### src/hwpf_pkg.sv
package hwpf_pkg;

  // configuration and address word
  typedef logic [63:0] word_t;

  // 64-byte cache lines
  localparam int LINE_OFFSET_W = 6;
  localparam int LINE_W        = $bits(word_t) - LINE_OFFSET_W;

  typedef logic [LINE_W-1:0] line_t;  // address without byte offset

  // snoop channels for load, store and cmo
  localparam int NR_SNOOP_PORTS = 3;

  // status word holds busy bits in its low half and enable bits in its high half
  localparam int MAX_ENGINES = 32;

  // base word layout with the line address in bits 63..6
  localparam int BASE_EN_BIT    = 0;
  localparam int BASE_REARM_BIT = 1;

  // parameter word layout
  localparam int STRIDE_LSB = 0;
  localparam int STRIDE_W   = 16;  // stride in lines
  localparam int NLINES_LSB = 16;
  localparam int NLINES_W   = 8;   // number of lines to fetch

  // cache maintenance operations
  typedef enum logic [2:0] {
    CMO_PREFETCH = 3'd0,
    CMO_INVAL    = 3'd1,
    CMO_FLUSH    = 3'd2,
    CMO_CLEAN    = 3'd3
  } cmo_op_t;

  // one registered snoop event
  typedef struct packed {
    logic  valid;
    line_t line;
  } snoop_t;

endpackage : hwpf_pkg

### src/pf_req_if.sv
`timescale 1ns/10ps

// request and status of one stride engine toward the arbiter
interface pf_req_if;
  import hwpf_pkg::*;

  logic  req_valid;
  logic  req_ready;
  line_t req_line;  // held with req_valid until accepted
  logic  busy;      // sequence running
  logic  enabled;   // base enable bit

  modport engine (
    output req_valid,
    output req_line,
    output busy,
    output enabled,
    input  req_ready
  );

  modport arb (
    input  req_valid,
    input  req_line,
    input  busy,
    input  enabled,
    output req_ready
  );

endinterface : pf_req_if

### src/hwpf_snoop_mux.sv
`timescale 1ns/10ps

module hwpf_snoop_mux (
  input  logic                                           clk_i,
  input  logic                                           rst_ni,
  input  logic                                           ld_valid_i,
  input  logic                                           ld_ready_i,
  input  hwpf_pkg::word_t                                ld_addr_i,
  input  logic                                           st_valid_i,
  input  logic                                           st_ready_i,
  input  hwpf_pkg::word_t                                st_addr_i,
  input  logic                                           cmo_valid_i,
  input  logic                                           cmo_ready_i,
  input  hwpf_pkg::cmo_op_t                              cmo_op_i,
  input  hwpf_pkg::word_t                                cmo_addr_i,
  output hwpf_pkg::snoop_t [hwpf_pkg::NR_SNOOP_PORTS-1:0] snoop_o
);
  import hwpf_pkg::*;

  logic  [NR_SNOOP_PORTS-1:0] hit;
  line_t                      line_d [NR_SNOOP_PORTS];
  logic  [NR_SNOOP_PORTS-1:0] valid_q;
  line_t                      line_q [NR_SNOOP_PORTS];

  // accepted requests only
  assign hit[0] = ld_valid_i & ld_ready_i;
  assign hit[1] = st_valid_i & st_ready_i;
  assign hit[2] = cmo_valid_i & cmo_ready_i & (cmo_op_i == CMO_PREFETCH);  // only prefetch cmo

  assign line_d[0] = ld_addr_i[$bits(word_t)-1:LINE_OFFSET_W];
  assign line_d[1] = st_addr_i[$bits(word_t)-1:LINE_OFFSET_W];
  assign line_d[2] = cmo_addr_i[$bits(word_t)-1:LINE_OFFSET_W];

  always_ff @(posedge clk_i or negedge rst_ni) begin
    if (!rst_ni) begin
      valid_q <= '0;
    end else begin
      valid_q <= hit;  // one-cycle event
    end
  end

  // line captured only with an event
  always_ff @(posedge clk_i) begin
    for (int p = 0; p < NR_SNOOP_PORTS; p++) begin
      if (hit[p]) begin
        line_q[p] <= line_d[p];
      end
    end
  end

  for (genvar p = 0; p < NR_SNOOP_PORTS; p++) begin : gen_snoop_out
    assign snoop_o[p].valid = valid_q[p];
    assign snoop_o[p].line  = line_q[p];

    // requester address must be known at the handshake that made the event
    a_snoop_line_known: assert property (
      @(posedge clk_i) disable iff (!rst_ni)
      snoop_o[p].valid |-> !$isunknown(snoop_o[p].line))
    else $error("snoop port %0d: unknown line address", p);
  end

endmodule : hwpf_snoop_mux

### src/hwpf_stride_engine.sv
`timescale 1ns/10ps

module hwpf_stride_engine (
  input  logic                                           clk_i,
  input  logic                                           rst_ni,
  input  logic                                           base_set_i,
  input  hwpf_pkg::word_t                                base_i,
  output hwpf_pkg::word_t                                base_o,
  input  logic                                           param_set_i,
  input  hwpf_pkg::word_t                                param_i,
  output hwpf_pkg::word_t                                param_o,
  input  hwpf_pkg::snoop_t [hwpf_pkg::NR_SNOOP_PORTS-1:0] snoop_i,
  pf_req_if.engine                                       pf
);
  import hwpf_pkg::*;

  word_t               base_q;
  word_t               param_q;
  logic                busy_q;
  logic [NLINES_W-1:0] left_q;    // requests still to issue
  line_t               line_q;    // line of the pending request

  line_t               base_line;
  line_t               stride;
  logic [NLINES_W-1:0] nlines;
  logic                enabled;
  logic                rearm;
  logic                snoop_hit;
  logic                cfg_write;
  logic                start;
  logic                accept;
  logic                seq_done;

  assign base_line = base_q[$bits(word_t)-1:LINE_OFFSET_W];
  assign stride    = line_t'(param_q[STRIDE_LSB +: STRIDE_W]);  // unsigned stride in lines
  assign nlines    = param_q[NLINES_LSB +: NLINES_W];
  assign enabled   = base_q[BASE_EN_BIT];
  assign rearm     = base_q[BASE_REARM_BIT];

  // any snoop channel touching the base line
  always_comb begin
    snoop_hit = 1'b0;
    for (int p = 0; p < NR_SNOOP_PORTS; p++) begin
      if (snoop_i[p].valid && (snoop_i[p].line == base_line)) begin
        snoop_hit = 1'b1;
      end
    end
  end

  assign cfg_write = base_set_i | param_set_i;
  assign start     = enabled & ~busy_q & snoop_hit & ~cfg_write;
  assign accept    = pf.req_valid & pf.req_ready;
  // zero lines ends right at the trigger
  assign seq_done  = (start && (nlines == '0)) ||
                     (accept && (left_q == NLINES_W'(1)) && !cfg_write);

  always_ff @(posedge clk_i or negedge rst_ni) begin
    if (!rst_ni) begin
      base_q  <= '0;
      param_q <= '0;
      busy_q  <= 1'b0;
      left_q  <= '0;
    end else begin
      if (param_set_i) begin
        param_q <= param_i;
      end
      if (cfg_write) begin
        busy_q <= 1'b0;  // abort running sequence
        if (base_set_i) begin
          base_q <= base_i;
        end
      end else if (seq_done) begin
        busy_q <= 1'b0;
        if (rearm) begin
          if (busy_q) begin
            base_q[$bits(word_t)-1:LINE_OFFSET_W] <= line_q;  // follow last requested line
          end
        end else begin
          base_q[BASE_EN_BIT] <= 1'b0;  // one-shot
        end
      end else if (start) begin
        busy_q <= 1'b1;
        left_q <= nlines;
      end else if (accept) begin
        left_q <= left_q - NLINES_W'(1);
      end
    end
  end

  // next line to request
  always_ff @(posedge clk_i) begin
    if (start) begin
      line_q <= base_line + stride;
    end else if (accept) begin
      line_q <= line_q + stride;
    end
  end

  assign pf.req_valid = busy_q;
  assign pf.req_line  = line_q;
  assign pf.busy      = busy_q;
  assign pf.enabled   = enabled;

  assign base_o  = base_q;
  assign param_o = param_q;

  // only a config write may withdraw an offered request
  a_req_held: assert property (
    @(posedge clk_i) disable iff (!rst_ni)
    pf.req_valid && !pf.req_ready && !cfg_write |=>
      pf.req_valid && $stable(pf.req_line))
  else $error("prefetch request dropped or changed before acceptance");

endmodule : hwpf_stride_engine

### src/hwpf_req_arbiter.sv
`timescale 1ns/10ps

module hwpf_req_arbiter #(
  parameter int NrHwPrefetchers = 2
) (
  input  logic                                                   clk_i,
  input  logic                                                   rst_ni,
  pf_req_if.arb                                                  pf [NrHwPrefetchers],
  output logic                                                   pf_req_valid_o,
  input  logic                                                   pf_req_ready_i,
  output hwpf_pkg::word_t                                        pf_req_addr_o,
  output logic [$clog2(NrHwPrefetchers > 1 ? NrHwPrefetchers : 2)-1:0] pf_req_sid_o,
  output hwpf_pkg::word_t                                        hwpf_status_o
);
  import hwpf_pkg::*;

  localparam int SidW = $clog2(NrHwPrefetchers > 1 ? NrHwPrefetchers : 2);

  logic [NrHwPrefetchers-1:0] req_v;
  logic [NrHwPrefetchers-1:0] busy_v;
  logic [NrHwPrefetchers-1:0] en_v;
  line_t                      line_v [NrHwPrefetchers];

  logic [SidW-1:0] ptr_q;       // last accepted engine
  logic            lock_q;      // output offered but not taken
  logic [SidW-1:0] lock_sel_q;
  logic [SidW-1:0] sel;
  logic            found;
  logic            accept;
  int              idx;

  if (NrHwPrefetchers < 1 || NrHwPrefetchers > MAX_ENGINES) begin : gen_bad_count
    $error("NrHwPrefetchers must be within 1..%0d", MAX_ENGINES);
  end

  for (genvar i = 0; i < NrHwPrefetchers; i++) begin : gen_unpack
    assign req_v[i]        = pf[i].req_valid;
    assign busy_v[i]       = pf[i].busy;
    assign en_v[i]         = pf[i].enabled;
    assign line_v[i]       = pf[i].req_line;
    assign pf[i].req_ready = pf_req_ready_i & found & (sel == SidW'(i));
  end

  // round robin starting after the last winner
  always_comb begin
    sel   = ptr_q;
    found = 1'b0;
    idx   = 0;
    if (lock_q) begin
      sel   = lock_sel_q;  // keep offer stable
      found = req_v[lock_sel_q];
    end else begin
      for (int k = 1; k <= NrHwPrefetchers; k++) begin
        idx = (int'(ptr_q) + k) % NrHwPrefetchers;
        if (!found && req_v[idx]) begin
          sel   = SidW'(idx);
          found = 1'b1;
        end
      end
    end
  end

  assign accept = found & pf_req_ready_i;

  always_ff @(posedge clk_i or negedge rst_ni) begin
    if (!rst_ni) begin
      ptr_q      <= SidW'(NrHwPrefetchers - 1);  // engine 0 goes first
      lock_q     <= 1'b0;
      lock_sel_q <= '0;
    end else begin
      lock_q     <= found & ~pf_req_ready_i;
      lock_sel_q <= sel;
      if (accept) begin
        ptr_q <= sel;
      end
    end
  end

  assign pf_req_valid_o = found;
  assign pf_req_addr_o  = {line_v[sel], {LINE_OFFSET_W{1'b0}}};
  assign pf_req_sid_o   = sel;

  // busy in the low half, enable in the high half
  always_comb begin
    hwpf_status_o = '0;
    for (int i = 0; i < NrHwPrefetchers; i++) begin
      hwpf_status_o[i]               = busy_v[i];
      hwpf_status_o[MAX_ENGINES + i] = en_v[i];
    end
  end

  // engine holds its request and the lock holds the grant
  a_stable_under_backpressure: assert property (
    @(posedge clk_i) disable iff (!rst_ni)
    pf_req_valid_o && !pf_req_ready_i |=>
      pf_req_valid_o && $stable(pf_req_addr_o) && $stable(pf_req_sid_o))
  else $error("prefetch request changed before acceptance");

endmodule : hwpf_req_arbiter

### src/hwpf_subsystem.sv
`timescale 1ns/10ps

module hwpf_subsystem #(
  parameter int NrHwPrefetchers = 2
) (
  input  logic                                     clk_i,
  input  logic                                     rst_ni,
  // observed requester channels
  input  logic                                     ld_valid_i,
  input  logic                                     ld_ready_i,
  input  hwpf_pkg::word_t                          ld_addr_i,
  input  logic                                     st_valid_i,
  input  logic                                     st_ready_i,
  input  hwpf_pkg::word_t                          st_addr_i,
  input  logic                                     cmo_valid_i,
  input  logic                                     cmo_ready_i,
  input  hwpf_pkg::cmo_op_t                        cmo_op_i,
  input  hwpf_pkg::word_t                          cmo_addr_i,
  // per-engine configuration
  input  logic            [NrHwPrefetchers-1:0]    hwpf_base_set_i,
  input  hwpf_pkg::word_t [NrHwPrefetchers-1:0]    hwpf_base_i,
  output hwpf_pkg::word_t [NrHwPrefetchers-1:0]    hwpf_base_o,
  input  logic            [NrHwPrefetchers-1:0]    hwpf_param_set_i,
  input  hwpf_pkg::word_t [NrHwPrefetchers-1:0]    hwpf_param_i,
  output hwpf_pkg::word_t [NrHwPrefetchers-1:0]    hwpf_param_o,
  // merged prefetch requests toward the cache
  output logic                                     pf_req_valid_o,
  input  logic                                     pf_req_ready_i,
  output hwpf_pkg::word_t                          pf_req_addr_o,
  output logic [$clog2(NrHwPrefetchers > 1 ? NrHwPrefetchers : 2)-1:0] pf_req_sid_o,
  output hwpf_pkg::word_t                          hwpf_status_o
);
  import hwpf_pkg::*;

  snoop_t [NR_SNOOP_PORTS-1:0] snoop;  // shared by all engines

  pf_req_if pf_if [NrHwPrefetchers] ();

  hwpf_snoop_mux i_snoop_mux (
    .clk_i       (clk_i),
    .rst_ni      (rst_ni),
    .ld_valid_i  (ld_valid_i),
    .ld_ready_i  (ld_ready_i),
    .ld_addr_i   (ld_addr_i),
    .st_valid_i  (st_valid_i),
    .st_ready_i  (st_ready_i),
    .st_addr_i   (st_addr_i),
    .cmo_valid_i (cmo_valid_i),
    .cmo_ready_i (cmo_ready_i),
    .cmo_op_i    (cmo_op_i),
    .cmo_addr_i  (cmo_addr_i),
    .snoop_o     (snoop)
  );

  for (genvar h = 0; h < NrHwPrefetchers; h++) begin : gen_engine
    hwpf_stride_engine i_engine (
      .clk_i       (clk_i),
      .rst_ni      (rst_ni),
      .base_set_i  (hwpf_base_set_i[h]),
      .base_i      (hwpf_base_i[h]),
      .base_o      (hwpf_base_o[h]),
      .param_set_i (hwpf_param_set_i[h]),
      .param_i     (hwpf_param_i[h]),
      .param_o     (hwpf_param_o[h]),
      .snoop_i     (snoop),
      .pf          (pf_if[h])
    );
  end

  hwpf_req_arbiter #(
    .NrHwPrefetchers (NrHwPrefetchers)
  ) i_req_arbiter (
    .clk_i          (clk_i),
    .rst_ni         (rst_ni),
    .pf             (pf_if),
    .pf_req_valid_o (pf_req_valid_o),
    .pf_req_ready_i (pf_req_ready_i),
    .pf_req_addr_o  (pf_req_addr_o),
    .pf_req_sid_o   (pf_req_sid_o),
    .hwpf_status_o  (hwpf_status_o)
  );

endmodule : hwpf_subsystem

### config.mk
export PLATFORM = sky130hd
export DESIGN_NAME = hwpf_subsystem
export DESIGN_NICKNAME = d
export VERILOG_FILES = /design/src/hwpf_pkg.sv /design/src/pf_req_if.sv /design/src/hwpf_snoop_mux.sv /design/src/hwpf_stride_engine.sv /design/src/hwpf_req_arbiter.sv /design/src/hwpf_subsystem.sv
export SDC_FILE = /design/constraint.sdc
export NUM_CORES = 1
export LEC_CHECK = 0
export ABC_CLOCK_PERIOD_IN_PS = 5200
export BUFFER_PORTS_ARGS = -buffer_cell sky130_fd_sc_hd__buf_2
export CORE_AREA = 2 2 334 336
export DETAILED_ROUTE_END_ITERATION = 8
export DIE_AREA = 0 0 336 338
export PLACE_DENSITY = 0.62
export SETUP_SLACK_MARGIN = 0.4
export SLEW_MARGIN = 0
export SYNTH_ARGS = -nofsm -noshare
export SYNTH_HDL_FRONTEND = slang
export SYNTH_SLANG_ARGS = --single-unit
### constraint.sdc
create_clock -name clk_i -period 5.2 [get_ports clk_i]
set_clock_uncertainty 0.15 [all_clocks]
set_input_delay 0.52 -clock clk_i [delete_from_list [all_inputs] [get_ports clk_i]]
set_output_delay 0.52 -clock clk_i [all_outputs]
set_load 0.1 [all_outputs]
## After elaboration in Yosys (flattened, before gate mapping)

Memories as Yosys holds them, arrays and structs flattened.
Index checks and enable logic that the tools add are counted.

- Logic and storage cells: 171
- Flip-flop bits (word level): 396
- Input port bits: 464
- Memories: 1
- Output and inout bits: 386
- RAM bits: 174

- Multiplexer cells: 60
- Eq/ne operators: 12
- Bitwise operators: 29
- $add $sub $neg: 8
- Reduce and logical (&&, ||, !) cells: 39
- Order comparisons: 4

Memory list:

| name | depth | width | rd ports | clocked after memory_dff | wr ports | line | source |
|---|---|---|---|---|---|---|---|
| i_snoop_mux.line_q | 3 | 58 | 3 | 0 | 3 | hwpf_snoop_mux.sv:23 | `line_t line_q [NR_SNOOP_PORTS];` |

Operators by type and width:

| operator | number |
|---|---|
| 2-to-1 mux 58 bit | 15 |
| == test 58 bit | 6 |
| adder 58 x 16 -> 58 bit | 4 |
| 2-to-1 mux 64 bit | 2 |
| 2-to-1 mux 1 bit | 39 |
| 2-to-1 mux 8 bit | 4 |
| AND 1 bit | 16 |
| == test 8 x 1 -> 1 bit (second input constant) | 2 |
| zero test 8 bit | 2 |
| nonzero test 2 bit | 8 |
| subtractor 8 x 1 -> 8 bit (second input constant) | 2 |
| logical AND 1 bit | 13 |
| AND reduction 3 bit | 4 |
| inequality test 2 bit (second input constant) | 4 |
| NOT 1 bit | 8 |
| AND reduction 4 bit | 2 |
| < comparator 2 x 3 -> 1 bit (second input constant) | 2 |
| nonzero test 3 bit | 2 |
| AND reduction 2 bit | 2 |
| zero test 1 bit | 3 |
| zero test 3 bit | 1 |
| adder 1 bit (second input constant) | 2 |
| AND 1 bit (first input constant) | 2 |
| greater-or-equal comparator 2 bit (second input constant) | 1 |
| other kinds (4) | 6 |

## Logic depth before layout (Yosys ltp)

- Depth in word-level cells: 19
- Mapped depth: 27
- Depth with buffers taken out: 21

## By module

Synthesis repeated with hierarchy kept, for this count alone.

- Cell total of the unflattened synthesis: 3389
- Area total of the unflattened synthesis: 34932.3 sq um

Modules (own cells, without submodules):

| module | instances | area each (sq um) | cells an instance |
|---|---|---|---|
| hwpf_stride_engine at gen_engine[0].i_engine | 1 | 13605.5 | 1436 |
| hwpf_stride_engine at gen_engine[1].i_engine | 1 | 13583.0 | 1481 |
| hwpf_snoop_mux | 1 | 5328.9 | 181 |
| hwpf_req_arbiter | 1 | 2414.8 | 291 |

## Worst setup path before layout

Ideal clock, no wire load.

- Path type: in2reg
- Start point: input port cmo_op_i[0]
- End point: register i_snoop_mux.valid_q[2]
- Stages: 1
- Arrival: 6281 ps
- Slack: -1935 ps
- Cell sequence: nor4_1

- Cells in the longest elaborated chain, start to end: 2

RTL lines:

| item | line | source |
|---|---|---|
| from (decl) | hwpf_subsystem.sv:17 | `input hwpf_pkg::cmo_op_t cmo_op_i,` |
| zero test 3 bit | hwpf_snoop_mux.sv:28 | `assign hit[2] = cmo_valid_i & cmo_ready_i & (cmo_op_i == CMO_PREFETCH);` |
| AND 1 bit | hwpf_snoop_mux.sv:28 |  |
| to (signal assigned) | hwpf_snoop_mux.sv:38 | `valid_q <= hit;` |
| to (decl) | hwpf_snoop_mux.sv:22 | `logic [NR_SNOOP_PORTS-1:0] valid_q;` |

Every way passes these cells.
A chain may end at the register's enable or synchronous reset.

## Worst setup path after layout

- Start point: register gen_engine[1].i_engine.base_q[29]
- End point: register gen_engine[1].i_engine.line_q[31] (data pin)

- Cells in the longest elaborated chain, start to end: 8
- Elaborated cells between the ends (all ways): 13
- Those cells by class: 1 x add/sub; 3 x eq/ne; 4 x mux; 2 x bitwise; 3 x reduce/logical

RTL lines:

| item | line | source |
|---|---|---|
| from (decl) | hwpf_stride_engine.sv:17 | `word_t base_q;` |
| from (signal assigned) | hwpf_stride_engine.sv:70 | `base_q <= base_i;` |
| from (signal, indexed assignment) | hwpf_stride_engine.sv:76 | `base_q[$bits(word_t)-1:LINE_OFFSET_W] <= line_q;` |
| parallel branches: the longest is 7 deep, another holds adder 58 x 16 -> 58 bit | n/a |  |
| 2-to-1 mux 58 bit * | hwpf_stride_engine.sv:92 | `if (start) begin` |
| to (signal assigned) | hwpf_stride_engine.sv:93 | `line_q <= base_line + stride;` |
| to (signal assigned) | hwpf_stride_engine.sv:95 | `line_q <= line_q + stride;` |
| to (decl) | hwpf_stride_engine.sv:21 | `line_t line_q;` |

Every way passes the cells marked *.

==> impl_metrics.json <==
{
  "run_status": "finished, violations left",
  "violations": "negative setup slack",
  "slew_viol_final": 0,
  "critPathArrivalTime_ps": 5500,
  "yosysMostFrequentCell": "nand2_1",
  "syn2layout_area_growth_pct": 55.25,
  "wl_mm": 194.8,
  "worstMarginPinSlew_ps": 1070,
  "start_util_pct": 30.30,
  "synth_top_area_share_pct": 26.11,
  "vias": 33490,
  "ioPinCount": 850,
  "grt_pass1_wl_mm": 261.2,
  "rows": 122,
  "fin_hold_ws_ps": 14.29,
  "route.detailed.drc": 0,
  "drv_cap": 0,
  "antenna_found_initial": 19,
  "clock-sinks": 570,
  "critPathMaxFanout": 5,
  "p_leak_uw": 0.02181,
  "clkLatencyLatePin_ps": 690,
  "max-slew-margin-rel_pct": 28.69,
  "critPathTopFamily": "compound AO/OA/AOI/OAI gates",
  "drtIter0Drc": 3292,
  "portBuffers": 765,
  "required_ps": 5450,
  "fin_crit_sh_pct": 101.1,
  "p_per_area_mw_per_mm2": 300.8,
  "worst_slack_ps": -57.00,
  "worst_path_largest_cell_delay_ps": 620,
  "ys_top_cells_by_count": "nand2_1 (326), xnor2_1 (295), edfxtp_1 (290)",
  "synth-edff-count": 290,
  "drt.antenna.violating_nets": 0,
  "hold_viol_final": 0,
  "syn_inst": 3149,
  "hold_path.class": "in2reg",
  "synth-seq-area-share_pct": 47.13,
  "synth_flop_cell": "edfxtp_1",
  "syn_area_per_cell_sq_um": 10.59,
  "yosys.area.top_type": "edfxtp_1",
  "die_x_microns": 336,
  "vdd_ir_drop_max_mv": 0.2488,
  "cts_max_path_buffers": 3,
  "ys_seq_elements": 570,
  "path_class": "reg2reg",
  "yosysWarningCount": 0,
  "grt_max_degree": 110,
  "synthTopCellsByArea": "edfxtp_1 (26%), dfrtp_1 (21%), xnor2_1 (7.7%)",
  "vias_per_cell": 5.311,
  "layout-drive-gt1-share_pct": 42.37,
  "track_usage_pct": 33.23,
  "htreeDepth": 3,
  "gp_congestion": 1.028,
  "dr.pass1.iters": 8,
  "chipHeight_microns": 338,
  "endpoint_kind": "register",
  "grt_pass1_vias": 33290,
  "fmax_ghz": 0.1902,
  "dpl.hpwl_mm": 151.2,
  "post_drt_wl_per_cell_microns": 30.90,
  "path_clk_slew_ps": 60,
  "netlist_area_sq_mm": 0.03335,
  "crit_path_start_kind": "register",
  "coreArea_sq_mm": 0.1101,
  "die_area_sq_mm": 0.1136,
  "worst-path-buf-inv": 5,
  "cp_cell_sequence": "xnor2_2, nand4_1, nor4_4, buf_4, nand4_1, o22ai_2, o21ai_4, buf_12, nand2_4, o21ai_4, ha_4, buf_6, o21ai_4, o211ai_1, a41oi_2, o31ai_2, a21oi_2, nor2b_2, nor2_4, buf_12, buf_12, nor4b_4, xnor2_1, mux2i_1",
  "rsz0062_at_grt": "yes",
  "async_reset_ff_share_pct": 49.12,
  "setup_violations": 10,
  "numCtsBuffers": 73,
  "num-nets-final": 5250,
  "utilization_pct": 47.04,
  "tritoncts": "done",
  "gr-total-overflow": 0,
  "yosysUniqueCellTypes": 85,
  "worst_path_max_delay_cell": "dfrtp_4",
  "root_buffer": "clkbuf_16",
  "dpl_worst_slack_ps": -377.0,
  "fin_crit_ps": 5257
}
[final cells by class]
class	count	area [sq um]
antenna	10	25.02
clock buffer	99	2059
clock inverter	36	376.6
fill	10190	58280
inverter	77	295.3
multi-input combinational	2296	18120
sequential	570	16050
tap	1488	1862
timing repair buffer	1730	12980
[cell families (layout without fill, tap and decap cells)]
kind of cell | after synthesis | in the layout | synth area share (%)
xor gates and xnor gates | 413 | 413 | 10.85
and+or+nand+nor | 1047 | 1047 | 16.62
other | 1 | 76 | 0.01124
buffers and inverters | 348 | 1942 | 5.226
AOI/OAI and AO/OA | 434 | 434 | 9.091
adders and majority gates | 38 | 38 | 1.471
muxes | 298 | 298 | 9.605
DFF | 570 | 570 | 47.13
[report_power, final]
group / internal (uW) / leakage (uW) / switching (uW)
Sequential: 5070 / 0.00576 / 525
Combinational: 1560 / 0.0149 / 3120
Clock: 3060 / 0.00118 / 2240
[placed cells by master, fill, tap and decap left out, types with 22 or more instances in the layout]
cell and count:
inv_1 68, dlygate4sd3_1 375, nand2b_1 101, nand4_1 121, nand2_1 295, dfrtp_1 163, nand3_1 71, nor2_1 71
a22oi_1 22, edfxtp_1 290, buf_12 41, a21oi_1 39, nor3_4 24, nor3_1 37, xor2_1 117, a21o_1 69
xnor2_1 264, xnor2_2 30, buf_6 80, a22o_1 60, mux2i_1 125, dfrtp_4 77, o21ai_0 73, clkbuf_16 77
dfrtp_2 39, and3_1 36, nor4_1 38, buf_4 460, conb_1 66, nor2b_1 66, mux2_2 170, buf_2 761
[through the flow]
step | power [uW] | area, sq um | std cells | setup TNS, ps
after floorplan | 8091 | 34680 | 3214 | 0
after global placement | 9695 | 42590 | 5677 | -17060
after detailed placement | 9695 | 42590 | 5677 | -16570
after CTS | 15460 | 50920 | 6260 | -3.067
after global routing | 15940 | 51760 | 6301 | -7104
final | 15570 | 51770 | 6306 | -315.2
[timing repair]
item | in CTS | in global routing
endpoints found under the hold margin | 413 | 0
setup buffers | 69 | 36
hold buffers | 375 | 0
pin swaps | 137 | 98
gates resized for setup | 284 | 108
cloned | 4 | 0
endpoints found under the setup margin | 91 | 92
[state kept, by name (all words and copies together), names as in the netlist]
name,count
i_snoop_mux.line_q,174
gen_engine.i_engine.left_q,16
i_req_arbiter.lock_q,1
gen_engine.i_engine.param_o,128
gen_engine.i_engine.pf.busy,2
i_req_arbiter.lock_sel_q,1
i_snoop_mux.valid_q,3
gen_engine.i_engine.base_o,128
gen_engine.i_engine.pf.req_line,116
i_req_arbiter.ptr_q,1
[worst register-to-register path, delay by kind of cell (launching register included)]
kind                       cells  cell delay, ps
AOI/OAI and AO/OA              8            1420
and+or+nand+nor                7            1340
buffers and inverters          5             710
DFF                            1             620
xor gates and xnor gates       2             350
adders and majority gates      1             270
muxes                          1             100
[metal layers]
metal / GRT usage, % / wire length (microns)
met3: 7.208 / 16380
met1: 41.44 / 76130
met2: 51.64 / 87090
met5: 0 / 50
met4: 22.58 / 15180
[final timing paths]
kind,from,end,slack [ps],depth (start not counted)
min in group asynchronous,rst_ni,gen_engine[0].i_engine.base_o[1],190,2
hold reg to reg,i_req_arbiter.ptr_q,i_req_arbiter.ptr_q,330,2
setup / recovery,gen_engine[1].i_engine.base_o[29],gen_engine[1].i_engine.pf.req_line[31],-60,24
max in group asynchronous,rst_ni,gen_engine[1].i_engine.base_o[43],3300,3
setup reg to reg,gen_engine[1].i_engine.base_o[29],gen_engine[1].i_engine.pf.req_line[31],-60,24
hold / removal,ld_addr_i[37],i_snoop_mux.line_q[0][31],10,1
No activity file was read; power rests on OpenSTA's default activity.
